`src/rtl/mem_stage_pkg.sv`:
```
package mem_stage_pkg;

   // UART transmit register, store only
   localparam logic [31:0] uart_addr = 32'h1000_0000;

   // byte lanes per memory word
   localparam int num_lanes = 4;

   // encoding comes from the instruction funct field
   typedef enum logic [1:0] {
      size_word = 2'd0,
      size_byte = 2'd1,
      size_half = 2'd2,
      size_rsvd = 2'd3   // treated as word
   } access_size_e;

   // one memory word, seen whole or per byte lane
   typedef union packed {
      logic [31:0]                word;
      logic [num_lanes-1:0][7:0]  lane;   // lane 0 is the lowest byte
   } mem_word_u;

endpackage

```
`src/rtl/mem_stage_if.sv`:
```
interface mem_stage_if
   import mem_stage_pkg::*;
#(
   parameter int addr_width = 12
) ();

   logic [addr_width-3:0] word_addr;
   logic [num_lanes-1:0]  lane_we;
   mem_word_u             lane_data;
   logic                  uart_sel;
   logic [1:0]            byte_offset;
   access_size_e          size;
   logic                  mem_to_reg;
   logic                  reg_we;
   logic [4:0]            rd;
   logic [31:0]           alu_result;
   logic                  store;

   modport decode (
      output word_addr, lane_we, lane_data, uart_sel, byte_offset, size,
             mem_to_reg, reg_we, rd, alu_result, store
   );

   modport execute (input word_addr, lane_we, lane_data, uart_sel, store);

   modport result (input byte_offset, size, uart_sel, mem_to_reg, alu_result, rd, reg_we);

endinterface

```
`src/rtl/load_writeback.sv`:
```
module load_writeback
   import mem_stage_pkg::*;
(
   input  logic        clk,
   input  logic        reset,
   mem_stage_if.result acc,
   input  logic [31:0] mem_rdata,
   output logic [31:0] reg_wdata,
   output logic        reg_we,
   output logic [4:0]  reg_rd
);

   logic [1:0]   offset_q;
   access_size_e size_q;
   logic         uart_q;
   logic         mem_to_reg_q;
   logic [31:0]  alu_q;
   logic [4:0]   rd_q;
   logic         reg_we_q;
   logic [31:0]  shifted;
   logic [31:0]  load_val;

   // control lines up with the registered bank read
   always_ff @(posedge clk) begin
      if (reset) begin
         reg_we_q     <= 1'b0;
         mem_to_reg_q <= 1'b0;
         uart_q       <= 1'b0;
      end else begin
         reg_we_q     <= acc.reg_we;
         mem_to_reg_q <= acc.mem_to_reg;
         uart_q       <= acc.uart_sel;
      end
   end

   always_ff @(posedge clk) begin
      offset_q <= acc.byte_offset;
      size_q   <= acc.size;
      alu_q    <= acc.alu_result;
      rd_q     <= acc.rd;
   end

   // UART reads back as zero
   assign shifted = uart_q ? '0 : (mem_rdata >> {offset_q, 3'b000});

   // zero extension only
   always_comb begin
      case (size_q)
         size_byte: load_val = {24'h0, shifted[7:0]};
         size_half: load_val = {16'h0, shifted[15:0]};
         default:   load_val = shifted;
      endcase
   end

   assign reg_wdata = mem_to_reg_q ? load_val : alu_q;
   assign reg_we    = reg_we_q;
   assign reg_rd    = rd_q;

endmodule

```
`src/flat_wrapper.sv`:
```
// flat-port wrapper written by rule: the top's interface ports become plain ports
module load_writeback_flat import mem_stage_pkg::*;
  (clk, reset, mem_rdata, reg_wdata, reg_we, reg_rd, acc_byte_offset, acc_size, acc_uart_sel, acc_mem_to_reg, acc_alu_result, acc_rd, acc_reg_we);
  mem_stage_if acc_i ();
  input  logic clk;
  input  logic reset;
  input  logic [31:0] mem_rdata;
  output logic [31:0] reg_wdata;
  output logic reg_we;
  output logic [4:0] reg_rd;
  input wire logic [$bits(acc_i.byte_offset)-1:0] acc_byte_offset;
  input wire logic [$bits(acc_i.size)-1:0] acc_size;
  input wire logic [$bits(acc_i.uart_sel)-1:0] acc_uart_sel;
  input wire logic [$bits(acc_i.mem_to_reg)-1:0] acc_mem_to_reg;
  input wire logic [$bits(acc_i.alu_result)-1:0] acc_alu_result;
  input wire logic [$bits(acc_i.rd)-1:0] acc_rd;
  input wire logic [$bits(acc_i.reg_we)-1:0] acc_reg_we;
  assign acc_i.byte_offset = acc_byte_offset;
  assign acc_i.size = acc_size;
  assign acc_i.uart_sel = acc_uart_sel;
  assign acc_i.mem_to_reg = acc_mem_to_reg;
  assign acc_i.alu_result = acc_alu_result;
  assign acc_i.rd = acc_rd;
  assign acc_i.reg_we = acc_reg_we;
  load_writeback u_core (.clk(clk), .reset(reset), .acc(acc_i), .mem_rdata(mem_rdata), .reg_wdata(reg_wdata), .reg_we(reg_we), .reg_rd(reg_rd));
endmodule
```
`config.mk`:
```
export PLATFORM = sky130hd
export DESIGN_NAME = load_writeback_flat
export DESIGN_NICKNAME = d
export VERILOG_FILES = /design/src/rtl/mem_stage_pkg.sv /design/src/rtl/mem_stage_if.sv /design/src/rtl/load_writeback.sv /design/src/flat_wrapper.sv
export SDC_FILE = /design/constraint.sdc
export NUM_CORES = 1
export LEC_CHECK = 0
export BUFFER_PORTS_ARGS = -buffer_cell sky130_fd_sc_hd__buf_2
export CAP_MARGIN = 20
export CORE_MARGIN = 1.5
export CORE_UTILIZATION = 44
export CTS_CLUSTER_DIAMETER = 100
export DETAILED_ROUTE_END_ITERATION = 7
export GPL_TIMING_DRIVEN = 0
export PLACE_DENSITY_LB_ADDON = 0.15
export SYNTH_ARGS = -nofsm -noshare
export SYNTH_HDL_FRONTEND = slang
export SYNTH_SLANG_ARGS = --single-unit
```
`constraint.sdc`:
```
create_clock -name clk -period 3.06 [get_ports clk]
set_input_delay 0.153 -clock clk [delete_from_list [all_inputs] [get_ports clk]]
set_output_delay 0.153 -clock clk [all_outputs]
set_load 0.01 [all_outputs]
```
==> results.toml <==
[min_path]
hold_class = "primary input to flip-flop"

[sta]
worstMarginPinSlew_ns = 0.647
whs_ns = 0.0453
hold_viol = 0
min_period_ns = 2.02
tns_ns = 0
drv_slew = 0
rsz0062_at_grt = "false"
fin_crit_sh_pct = 66.1
setup_viol = 0
slew_headroom_pct = 56.7
timing.fmax_ghz = 0.494

[power_and_ir_drop]
seqPwrFrac_pct = 46.2
p_clk_share_pct = 33.6
power.switching_w = 0.000323
combPwrFrac_pct = 20.2
power_report.internal_total_w = 0.00100
p_per_area_nw_per_um2 = 459
swShare_pct = 24.4
peakVddDrop_v = 0.000440
total_power_w = 0.00132
leakagePower_nw = 1.40

[clocking]
cts_tree = "built"
cts_sinks = 44
path_clk_slew_ns = 0.08
clock_path_buffers = 2
cts-root-buf = "clkbuf_8"
ctsResizeCount = 0
cts_buffers = 5
htreeDepth = 2

[logic_synthesis]
yosysWarnings = 0
syn_area_um2 = 1720
async_reset_ff_share_pct = 0
synthAdderAreaFrac_pct = 0.726
synthMuxAreaShare_pct = 15.0
synth-seq-cells = 44
syn_area_per_cell_um2 = 12.4
synth_top_family_by_area = "compound AO/OA/AOI/OAI gates"
synth_xor_area_share_pct = 0
synth-main-ff-cell = "dfxtp_1"
synth-edff-count = 0
postSynthCellCount = 139
synth_compound_area_share_pct = 17.4
ys_seq_area_share_pct = 51.1
synth-simple-area-share_pct = 10.7
synth_nets = 218
synth_cell_types = 23

[critical_path]
endpoint_kind = "output pin"
endpoint = "reg_wdata[15]"
critPathRequiredTime_ns = 2.91
worstSetupPathDepth = 6
crit_path_start = "u_core.size_q[0]$_DFF_P_"
critical_path_buf_inv_count = 2
critPathTopFamily = "simple AND/OR/NAND/NOR gates"
path_cells = "inv_1, ha_1, nor2_1, nor3_2, a221o_1, buf_2"
cp_slowest_cell = "a221o_1"
max_stage_delay_ns = 0.38
worstPathArrival_ns = 1.87
crit_fanout = 8
start_kind = "flip-flop"
crit_type = "flip-flop to output pin"

[drt]
drtPass1Iterations = 4
avgRoutedWirePerCell_um = 15.5
vias = 1749
drt-initial-drc-count = 100
antenna_left = 0
drc = 0
wirelength_um = 5460
vias_per_cell = 4.98

[layout]
nets = 381
stdcell_count = 351
drive_gt1_share_pct = 47.9
n_antenna_cell = 0
final_cell_mix = "118 x buf_2, 44 x dfxtp_1, 41 x dlygate4sd3_1"
syn2layout_area_growth_pct = 67.4
final_common_cell = "buf_2"

[global_routing]
grt_overflow = 0
grt_pass1_wl_um = 8190
grt_max_degree = 16
antenna_found_initial = 0
grt_use_total_pct = 26.1
grt_pass1_vias = 1766

[placement]
port_buffers = 115
gp_congestion = 0.734
hpwlAfterDp_um = 3610
place_inst = 302

[job]
max_cap_viol_count = 0

[die]
dieHeight_um = 65.6
die_w_um = 65.6
coreArea_um2 = 3720
start_util_pct = 46.4
io_pins = 116
std_cell_rows = 22
die_area_um2 = 4300

[outcome]
run_status = "complete, no violations"
-- worst min path at each step --
| stage | from | to | cells past startpoint |
|---|---|---|---|
| after floorplan | acc_alu_result[0] | u_core.alu_q[0]$_DFF_P_ | 0 |
| after global placement | acc_rd[1] | u_core.reg_rd[1]$_DFF_P_ | 1 |
| after detailed placement | acc_rd[3] | u_core.reg_rd[3]$_DFF_P_ | 1 |
| after CTS | reset | u_core.mem_to_reg_q$_SDFF_PP0_ | 2 |
| after global routing | reset | u_core.mem_to_reg_q$_SDFF_PP0_ | 2 |
| final | reset | u_core.mem_to_reg_q$_SDFF_PP0_ | 2 |
-- synth_stat cells, types with 2 or more instances --
library cell	n	area, um^2
buf_4	2	15.0
inv_2	2	7.51
a221o_1	16	160
mux2_2	6	67.6
buf_6	2	22.5
buf_2	3	15.0
nor2_1	2	7.51
mux2i_1	16	160
dfxtp_1	44	881
o2bb2ai_1	8	70.1
a22o_1	8	70.1
mux2_4	2	30.0
nor2b_1	11	68.8
nor3_1	8	40.0
-- what timing repair did --
| action | 4_1_cts | 5_1_grt |
|---|---|---|
| hold buffers | 41 | 0 |
| setup buffers | 0 | 0 |
| endpoints found under the hold margin | 41 | 0 |
| setup endpoints to repair | 0 | 0 |
-- kinds of logic (layout without fill, tap and decap cells) --
family	Yosys count	in the layout
buffers and inverters	12	176
adder cells (fa/ha/maj)	1	1
AO/OA/AOI/OAI	32	32
AND/OR/NAND/NOR	26	26
flip-flops	44	44
multiplexers	24	24
-- registers in the layout (all words and copies together) (netlist names) --
register,count
u_core.size_q,2
u_core.reg_rd,5
u_core.mem_to_reg_q,1
u_core.reg_we,1
u_core.alu_q,32
u_core.uart_q,1
u_core.offset_q,2
-- cell type report --
type / count / area [um^2]
buffer: 9 / 76.3
tap: 48 / 60.1
clock buffer: 5 / 68.8
multi-input combinational: 83 / 754
fill: 261 / 832
timing repair buffer: 156 / 986
inverter: 3 / 11.3
sequential: 44 / 881
clock inverter: 3 / 46.3
-- metrics by stage --
stage / util (%) / setup slack [ns] / area, um^2
3_5_place_dp: 63.5 / 1.34 / 2360
5_1_grt: 77.6 / 0.931 / 2880
4_1_cts: 77.6 / 1.01 / 2880
3_3_place_gp: 63.5 / 1.35 / 2360
2_1_floorplan: - / 1.55 / 1720
6_report: 77.6 / 1.04 / 2880
-- metal layers --
layer | GRT usage [%] | up-vias | routed length (um)
li1 | - | 856 | -
met1 | 27.2 | 796 | 2110
met2 | 49.9 | 88 | 2870
met3 | 7.02 | 9 | 399
met4 | 8.85 | 0 | 78
met5 | 0 | - | 0
-- power groups by stage --
stage / clock network [W] / logic (W) / registers (W)
6_report: 0.000445 / 0.000268 / 0.000612
5_1_grt: 0.000484 / 0.000287 / 0.000615
4_1_cts: 0.000455 / 0.000265 / 0.000612
3_5_place_dp: 0 / 0.000225 / 0.000625
3_3_place_gp: 0 / 0.000223 / 0.000624
2_1_floorplan: 0 / 0.000117 / 0.000625
Power figures use the tool's default switching activity.
