===== config.mk =====
export PLATFORM = sky130hd
export DESIGN_NAME = mem_access_decode_flat
export DESIGN_NICKNAME = d
export VERILOG_FILES = /design/src/rtl/mem_stage_pkg.sv /design/src/rtl/mem_stage_if.sv /design/src/rtl/mem_access_decode.sv /design/src/flat_wrapper.sv
export SDC_FILE = /design/constraint.sdc
export NUM_CORES = 1
export LEC_CHECK = 0
export ABC_CLOCK_PERIOD_IN_PS = 1900
export BUFFER_PORTS_ARGS = -buffer_cell sky130_fd_sc_hd__buf_2
export CAP_MARGIN = 40
export CORE_AREA = 5 5 73 75
export DETAILED_ROUTE_END_ITERATION = 7
export DIE_AREA = 0 0 78 80
export PLACE_DENSITY = 0.75
export SYNTH_ARGS = -nofsm -noshare
export SYNTH_HDL_FRONTEND = slang
export SYNTH_SLANG_ARGS = --single-unit

===== constraint.sdc =====
create_clock -name vclk -period 1.9
set_input_delay 0.38 -clock vclk [all_inputs]
set_output_delay 0.38 -clock vclk [all_outputs]
set_load 0.02 [all_outputs]

===== src/rtl/mem_stage_pkg.sv =====
package mem_stage_pkg;

   // UART transmit register, store only
   localparam logic [31:0] uart_addr = 32'h1000_0000;

   // byte lanes per memory word
   localparam int num_lanes = 4;

   // encoding comes from the instruction funct field
   typedef enum logic [1:0] {
      size_word = 2'd0,
      size_byte = 2'd1,
      size_half = 2'd2,
      size_rsvd = 2'd3   // treated as word
   } access_size_e;

   // one memory word, seen whole or per byte lane
   typedef union packed {
      logic [31:0]                word;
      logic [num_lanes-1:0][7:0]  lane;   // lane 0 is the lowest byte
   } mem_word_u;

endpackage


===== src/rtl/mem_stage_if.sv =====
interface mem_stage_if
   import mem_stage_pkg::*;
#(
   parameter int addr_width = 12
) ();

   logic [addr_width-3:0] word_addr;
   logic [num_lanes-1:0]  lane_we;
   mem_word_u             lane_data;
   logic                  uart_sel;
   logic [1:0]            byte_offset;
   access_size_e          size;
   logic                  mem_to_reg;
   logic                  reg_we;
   logic [4:0]            rd;
   logic [31:0]           alu_result;
   logic                  store;

   modport decode (
      output word_addr, lane_we, lane_data, uart_sel, byte_offset, size,
             mem_to_reg, reg_we, rd, alu_result, store
   );

   modport execute (input word_addr, lane_we, lane_data, uart_sel, store);

   modport result (input byte_offset, size, uart_sel, mem_to_reg, alu_result, rd, reg_we);

endinterface


===== src/rtl/mem_access_decode.sv =====
module mem_access_decode
   import mem_stage_pkg::*;
#(
   parameter int addr_width = 12
) (
   input  logic [31:0]  addr,
   input  access_size_e size,
   input  logic [31:0]  wdata,
   input  logic         store,
   input  logic         mem_to_reg,
   input  logic [31:0]  alu_result,
   input  logic [4:0]   rd_in,
   input  logic         reg_we_in,
   mem_stage_if.decode  acc
);

   logic                 uart_hit;
   mem_word_u            masked;
   logic [num_lanes-1:0] size_we;
   mem_word_u            shifted;
   logic [num_lanes-1:0] shifted_we;

   assign uart_hit = (addr == uart_addr);

   // keep only the bytes the access size covers
   always_comb begin
      masked.word = '0;
      case (size)
         size_byte: begin
            masked.lane[0] = wdata[7:0];
            size_we        = 4'b0001;
         end
         size_half: begin
            masked.lane[0] = wdata[7:0];
            masked.lane[1] = wdata[15:8];
            size_we        = 4'b0011;
         end
         default: begin
            masked.word = wdata;
            size_we     = 4'b1111;
         end
      endcase
   end

   // move up to the byte offset, lanes past 3 fall off
   assign shifted.word = masked.word << {addr[1:0], 3'b000};
   assign shifted_we   = size_we << addr[1:0];

   assign acc.word_addr   = addr[addr_width-1:2];
   assign acc.byte_offset = addr[1:0];
   assign acc.uart_sel    = uart_hit;
   assign acc.lane_data   = shifted;
   assign acc.lane_we     = (store && !uart_hit) ? shifted_we : '0;
   assign acc.store       = store;

   // carried along for write-back
   assign acc.size       = size;
   assign acc.mem_to_reg = mem_to_reg;
   assign acc.alu_result = alu_result;
   assign acc.rd         = rd_in;
   assign acc.reg_we     = reg_we_in;

endmodule


===== src/flat_wrapper.sv =====
// flat-port wrapper written by rule: the top's interface ports become plain ports
module mem_access_decode_flat import mem_stage_pkg::*;
#(
   parameter int addr_width = 12
)
  (addr, size, wdata, store, mem_to_reg, alu_result, rd_in, reg_we_in, acc_word_addr, acc_lane_we, acc_lane_data, acc_uart_sel, acc_byte_offset, acc_size, acc_mem_to_reg, acc_reg_we, acc_rd, acc_alu_result, acc_store);
  mem_stage_if #(.addr_width(addr_width)) acc_i ();
  input  logic [31:0] addr;
  input  access_size_e size;
  input  logic [31:0] wdata;
  input  logic store;
  input  logic mem_to_reg;
  input  logic [31:0] alu_result;
  input  logic [4:0] rd_in;
  input  logic reg_we_in;
  output wire logic [$bits(acc_i.word_addr)-1:0] acc_word_addr;
  output wire logic [$bits(acc_i.lane_we)-1:0] acc_lane_we;
  output wire logic [$bits(acc_i.lane_data)-1:0] acc_lane_data;
  output wire logic [$bits(acc_i.uart_sel)-1:0] acc_uart_sel;
  output wire logic [$bits(acc_i.byte_offset)-1:0] acc_byte_offset;
  output wire logic [$bits(acc_i.size)-1:0] acc_size;
  output wire logic [$bits(acc_i.mem_to_reg)-1:0] acc_mem_to_reg;
  output wire logic [$bits(acc_i.reg_we)-1:0] acc_reg_we;
  output wire logic [$bits(acc_i.rd)-1:0] acc_rd;
  output wire logic [$bits(acc_i.alu_result)-1:0] acc_alu_result;
  output wire logic [$bits(acc_i.store)-1:0] acc_store;
  assign acc_word_addr = acc_i.word_addr;
  assign acc_lane_we = acc_i.lane_we;
  assign acc_lane_data = acc_i.lane_data;
  assign acc_uart_sel = acc_i.uart_sel;
  assign acc_byte_offset = acc_i.byte_offset;
  assign acc_size = acc_i.size;
  assign acc_mem_to_reg = acc_i.mem_to_reg;
  assign acc_reg_we = acc_i.reg_we;
  assign acc_rd = acc_i.rd;
  assign acc_alu_result = acc_i.alu_result;
  assign acc_store = acc_i.store;
  mem_access_decode #(.addr_width(addr_width)) u_core (.addr(addr), .size(size), .wdata(wdata), .store(store), .mem_to_reg(mem_to_reg), .alu_result(alu_result), .rd_in(rd_in), .reg_we_in(reg_we_in), .acc(acc_i));
endmodule

==> results of run 1 <==
## metal layers
layer	GRT usage, %	vias up	routed length (µm)
li1	-	667	-
met1	14.0	636	1600
met2	22.8	75	2220
met3	2.71	18	468
met4	3.89	0	100
met5	0	-	0
## worst paths after layout
path                  slack [ps]  cells after the start           start                  to
worst max-delay path          40                      8         size[1]   acc_lane_data[20]
worst min-delay path         760                      0  alu_result[15]  acc_alu_result[15]
## area by class of cell
type,count,area [µm²]
Inverter,10,37.5
Timing Repair Buffer,129,726
Tap cell,54,67.6
Multi-Input combinational cell,91,724
Fill cell,494,3040
## cells by family (layout without fill, tap and decap cells)
kind of cell | count (synthesis) | in the layout
buffers and inverters | 74 | 139
muxes | 8 | 8
adders and majority gates | 1 | 1
AOI/OAI and AO/OA | 40 | 40
and+or+nand+nor | 42 | 42
## report_power, final
group          switching, W  total (W)  internal, W
Sequential                0          0            0
Clock                     0          0            0
Combinational      0.000253   0.000451     0.000199
Total              0.000253   0.000451     0.000199
## through the flow
stage	util, %	instances	hold WS [ps]	TNS [ps]	power, W
5_1_grt	33.8	284	760	-141	0.000488
3_5_place_dp	31.2	284	760	-74.5	0.000417
2_1_floorplan	-	165	873	0	0.000370
6_report	33.8	284	760	0	0.000451
4_1_cts	31.5	283	760	0	0.000422
3_3_place_gp	31.2	284	760	-8.98	0.000414
## cells in the final DEF, fill, tap and decap left out
cell,n
buf_2,112
buf_4,13
a21oi_1,12
inv_1,10
and2_1,9
mux2i_1,8
o22ai_1,8
nor2_1,8
nor4_1,7
a22oi_2,6
nor3b_2,5
o32ai_1,5
nor3b_1,3
o32ai_2,3
buf_12,3
a22oi_1,2
o21ai_1,2
nand2_2,1
nor2_4,1
nand2_4,1
nor2b_4,1
nor4b_1,1
and4_1,1
and4_2,1
o311ai_1,1
nand2b_1,1
nand3_1,1
nand2_1,1
o21a_1,1
ha_4,1
clkbuf_4,1
## timing repair
item	CTS	global route
buffers inserted	0	1
resized for setup	3	21
hold buffers	0	0
endpoints found under the setup margin	8	17
pin swaps	2	4
==> key figures, run 1 <==
Die
  – Die footprint: 6240 µm²
  – Std-Cell Rows: 25
  – Chip width: 78 µm
  – Starting Density: 24.8%
  – Core box area: roughly 4600 µm²
  – I/O pins: 197
  – Die Height: 80 µm

Worst setup path
  – Arr. time, crit path: 1480 ps
  – Worst-path fanout max: 8
  – CP Launch Type: primary input
  – WP buf/inv: 4
  – Cell breakdown of the critical path: buf_2 > inv_1 > ha_4 > nor2b_4 > buf_12 > a22oi_2 > o32ai_1 > buf_2
  – Critical Path End Type: primary output
  – CP delay by family, top: buffers and inverters
  – Critical path data required time: 1520 ps
  – Most numerous cell on the critical path: buf_2
  – CP max stage cell: ha_4
  – Setup CP Type: in -> out
  – CP peak stage delay: 270 ps

Synth
  – Most frequent cell after synthesis: buf_4
  – Synth top area cells: buf_4 (37%), mux2i_1 (7.0%), o32ai_1 (6.1%)
  – Top cells by count, synth: buf_4 (56), a21oi_1 (12), inv_1 (10), and2_1 (9)
  – Largest family of logic cells by synthesized area: buffers and inverters
  – Synth area leader: buf_4
  – Xor and xnor fraction of the mapped netlist area: 0%
  – Post-Syn Instances: 165
  – Mapped cell area: 1140 µm²
  – YS warnings: 0
  – Mux share of post-synthesis cell area: 7.02%
  – Post-synthesis simple-gate area fraction: 24.0%
  – Mapped Nets: 272
  – Unique masters post-synth: 27
  – Top cell type's share of synthesized area: 36.8%
  – Sequential share of the synthesized area: 0%
  – Adder-Cell Fraction of Synth Area: 1.10%
  – Mean post-synth cell area: 6.92 µm²
  – Compound-Gate Fraction of Synth Area: between 20% and 30%

STA
  – Final Hold Viols: 0
  – Final setup violation count: 0
  – Worst Setup Slack, final: roughly 37 ps
  – Final Max Tran Viols: 0
  – Tmin final: 1860 ps
  – Max Clk Rate: 537 MHz
  – Worst slew margin: a little over 80%
  – Final period utilization: a little under 100%
  – Worst Tran Pin Value: approximately 270 ps

Placement
  – GPL Wtd Cong: 0.751
  – HPWL Detailed: approximately 3600 µm
  – Dpl cell area: 1430 µm²
  – Port buffer count: 119
  – Pre-CTS WS: -17.8 ps

Power and ir drop
  – Power per Cell Area: roughly 290 nW/µm²
  – Max VDD drop: about 0.00011 V
  – Lkg Pwr: 0.843 nW

Global routing
  – Grt total ovfl: 0
  – Tot GR Track Use: roughly an eighth
  – Pin count of the biggest net entering global routing: 20
  – Initial antenna violation count: 0
  – Number of global-route vias before repair: 1427
  – First-pass GRT wire length: 6550 µm

Cells and area
  – CLK BUF: 0
  – Antenna fix cells: 0
  – Syn-to-layout area delta: 36.3%
  – Cell area after layout: 1560 µm²
  – Storage element area: 0 µm²
  – Share of cells above drive strength 1: 64.8%
  – Post-layout nets: 339
  – Sequential cell count: 0

Run
  – Max-cap check violation count: 0

Drt
  – Iter 0 DRT Violations: 30
  – Ratio of routed vias to standard cells: 4.92
  – Routed WL per cell: ~15 µm
  – Total Routed Length: around 4400 µm
  – DRC viols: 0
  – Via count: 1396
  – Detail Route Antenna Nets: 0
  – Pre-antenna DRT Iters: 4

Min path
  – Hold WC Path Type: in -> out

Outcome
  – Status: completed
Note: power is estimated with default switching activity, not from simulation.
==> run 2, diff against run 1 <==
Settings changed: ABC_AREA set to 1, CORE_AREA 5 5 73 75 to 5 5 72 74, DIE_AREA 0 0 78 80 to 0 0 77 79, PLACE_DENSITY 0.75 to 0.79.
==> key figures, run 2 <==
STA
  – Worst slew margin: 76.6% (-5.4 points)
  – Final Hold Viols: 0 (unchanged)
  – Worst Tran Pin Value: 351 ps (+82.7 ps)
  – Max Clk Rate: 534 MHz (-0.57%)
  – Final setup violation count: 0 (unchanged)
  – Final period utilization: 98.6% (+0.56 points)
  – Final Max Tran Viols: 0 (unchanged)
  – RSZ-0062 raised after global routing: yes
  – Worst Setup Slack, final: 26.2 ps (-10.6 ps)
  – Final sum of negative setup slack: 0 ps (unchanged)
  – Tmin final: 1870 ps (+10.6 ps)

Placement
  – HPWL Detailed: 3940 µm (+9.0%)
  – Pre-CTS WS: -84.2 ps (-66.4 ps)
  – Port buffer count: 119 (unchanged)
  – Dpl cell area: 1520 µm² (+5.8%)
  – GPL Wtd Cong: 0.821 (+9.3%)

Power and ir drop
  – Logic pwr share: 100.0% (about the same)
  – Seq pwr share: 0% (unchanged)
  – Power per Cell Area: 285 nW/µm² (-2.0%)
  – Sw Pwr: 0.000275 W (+8.9%)
  – Sw Share: 58.4% (+2.5 points)
  – Clock power frac: 0% (unchanged)
  – Internal: 0.000196 W (-1.5%)
  – Lkg Pwr: 1.03 nW (+22%)
  – Max VDD drop: 0.0000906 V (-20%)

Synth
  – Post-Syn Instances: 228 (+38%)
  – Compound-Gate Fraction of Synth Area: 16.7% (-6.6 points)
  – Mapped cell area: 1220 µm² (+6.9%)
  – Top cells by count, synth: nand2_1 (58), buf_4 (57), inv_1 (33), nor2_1 (31), o21ai_0 (12)
  – Synth area leader: buf_4
  – Mapped Nets: 335 (+23%)
  – Top cell type's share of synthesized area: 35.1% (-1.8 points)
  – Synth top area cells: buf_4 (35%), nand2_1 (18%), inv_1 (10%)
  – Adder-Cell Fraction of Synth Area: 1.03% (-0.071 points)
  – YS warnings: 0 (unchanged)
  – Xor and xnor fraction of the mapped netlist area: 0% (unchanged)
  – Mean post-synth cell area: 5.35 µm² (-23%)
  – Sequential share of the synthesized area: 0% (unchanged)
  – Mux share of post-synthesis cell area: 0% (-7.0 points)
  – Most frequent cell after synthesis: nand2_1
  – Post-synthesis simple-gate area fraction: 33.8% (+9.8 points)
  – Largest family of logic cells by synthesized area: buffers and inverters
  – Unique masters post-synth: 20 (-26%)

Drt
  – Via count: 1657 (+19%)
  – Routed WL per cell: 13.7 µm (-11%)
  – Total Routed Length: 4860 µm (+11%)
  – DRC viols: 0 (unchanged)
  – Ratio of routed vias to standard cells: 4.68 (-4.8%)
  – Detail Route Antenna Nets: 0 (unchanged)
  – Iter 0 DRT Violations: 98 (+230%)
  – Pre-antenna DRT Iters: 5 (+1)

Outcome
  – Status: completed

Cells and area
  – Sequential cell count: 0 (unchanged)
  – Share of cells above drive strength 1: 50.0% (-15 points)
  – Syn-to-layout area delta: 35.7%
  – Post-layout nets: 409 (+21%)
  – Antenna fix cells: 0 (unchanged)
  – Storage element area: 0 µm² (unchanged)
  – CLK BUF: 0 (unchanged)
  – Commonest non-fill, non-tap cells in the layout: buf_2 (108), nand2_1 (56), inv_1 (32), nor2_1 (31), buf_4 (21)
  – FILL cells: 478 (-3.2%)
  – Commonest non-fill, non-tap cell in the layout: buf_2
  – Cell area after layout: 1660 µm² (+6.4%)

Worst setup path
  – Crit path to: acc_lane_data[26]
  – CP peak stage delay: 280 ps (about the same)
  – Setup CP Type: in -> out
  – Cell breakdown of the critical path: buf_6 > inv_2 > ha_4 > nand2_4 > nor2_4 > clkbuf_16 > nand2_1 > o211ai_1 > buf_4
  – CP max stage cell: ha_4
  – Worst-path fanout max: 6 (-2)
  – Setup crit start: size[1]
  – Critical path data required time: 1520 ps (about the same)
  – CP Launch Type: primary input
  – Critical Path End Type: primary output
  – Arr. time, crit path: 1490 ps (about the same)

Global routing
  – Pin count of the biggest net entering global routing: 16 (-20%)
  – Initial antenna violation count: 0 (unchanged)
  – Tot GR Track Use: 13.5% (+1.2 points)
  – Grt total ovfl: 0 (unchanged)
  – First-pass GRT wire length: 7000 µm (+6.8%)
  – Number of global-route vias before repair: 1468 (+2.9%)

Die
  – Die Height: 79 µm (-1.3%)
  – I/O pins: 197 (unchanged)
  – Std-Cell Rows: 25 (unchanged)
  – Core box area: 4540 µm² (-1.4%)
  – Die footprint: 6080 µm² (-2.5%)
  – Chip width: 77 µm (-1.3%)
  – Starting Density: 26.9% (+2.1 points)

Min path
  – Hold WC Path Type: in -> out

Run
  – Max-cap check violation count: 0 (unchanged)

Clock tree
  – CTS Hold Bufs: 0 (unchanged)
-- run 2: changes by cell type after synthesis, moves of 4 or more --
cell / before / now
nand2_1: 2 / 58
a21oi_1: 12 / 0
nand3_1: 1 / 5
o221ai_1: 0 / 10
mux2i_1: 8 / 0
a22oi_1: 8 / 1
and2_1: 9 / 0
nor4_1: 7 / 0
inv_1: 10 / 33
nor2_1: 8 / 31
o21ai_0: 0 / 12
nor3b_1: 6 / 0
o22ai_1: 8 / 0
o32ai_1: 8 / 0
-- run 2: through the flow --
step                instances  hold slack, ps  utilization (%)  power [W]
floorplan                 228             873                -   0.000375
global placement          351             760             33.4   0.000420
detailed placement        351             760             33.4   0.000424
CTS                       353             760             34.3   0.000436
global route              354             760             36.5   0.000509
finish                    354             760             36.5   0.000471
-- run 2: cell families (layout without fill, tap and decap cells) --
| group | Yosys count | after routing |
|---|---|---|
| AOI/OAI and AO/OA | 29 | 29 |
| buffers and inverters | 97 | 169 |
| and+or+nand+nor | 101 | 101 |
| adders and majority gates | 1 | 1 |
-- run 2: worst min path at each step --
stage | from | end | slack, ps | cells after the start
floorplan | alu_result[0] | acc_alu_result[0] | 870 | 1
global placement | alu_result[11] | acc_alu_result[11] | 760 | 0
detailed placement | alu_result[11] | acc_alu_result[11] | 760 | 0
CTS | alu_result[11] | acc_alu_result[11] | 760 | 0
global route | alu_result[31] | acc_alu_result[31] | 760 | 0
finish | alu_result[12] | acc_alu_result[12] | 760 | 0
-- run 2: what timing repair did --
item	4_1_cts	5_1_grt
endpoints found under the setup margin	15	17
pin swaps	1	7
buffers inserted	2	0
resized for setup	1	30
cloned	0	1
-- run 2: cell type report --
class	count	area, µm²	share of cell area (%)
inverter	35	136	8.24
multi-input combinational	131	674	40.7
tap	54	67.6	4.08
timing repair buffer	134	777	46.9
-- run 2: power by group through the flow --
stage / Sequential (W) / Clock [W] / Combinational [W]
2_1_floorplan: 0 / 0 / 0.000375
3_3_place_gp: 0 / 0 / 0.000420
3_5_place_dp: 0 / 0 / 0.000424
4_1_cts: 0 / 0 / 0.000436
5_1_grt: 0 / 0 / 0.000509
6_report: 0 / 0 / 0.000471
-- run 2: worst max-delay path: cells and delay by family --
kind                       cells  cell delay [ps]
buffers and inverters          4              460
AOI/OAI and AO/OA              1               90
adders and majority gates      1              280
and+or+nand+nor                3              270
-- run 2: routing by layer --
| layer | routed length [µm] | global-route usage (%) | vias up |
|---|---|---|---|
| met4 | 76 | 4.12 | 0 |
| met3 | 513 | 3.06 | 12 |
| met5 | 0 | 0 | - |
| met1 | 1880 | 16.7 | 738 |
| li1 | - | - | 806 |
| met2 | 2390 | 23.3 | 101 |
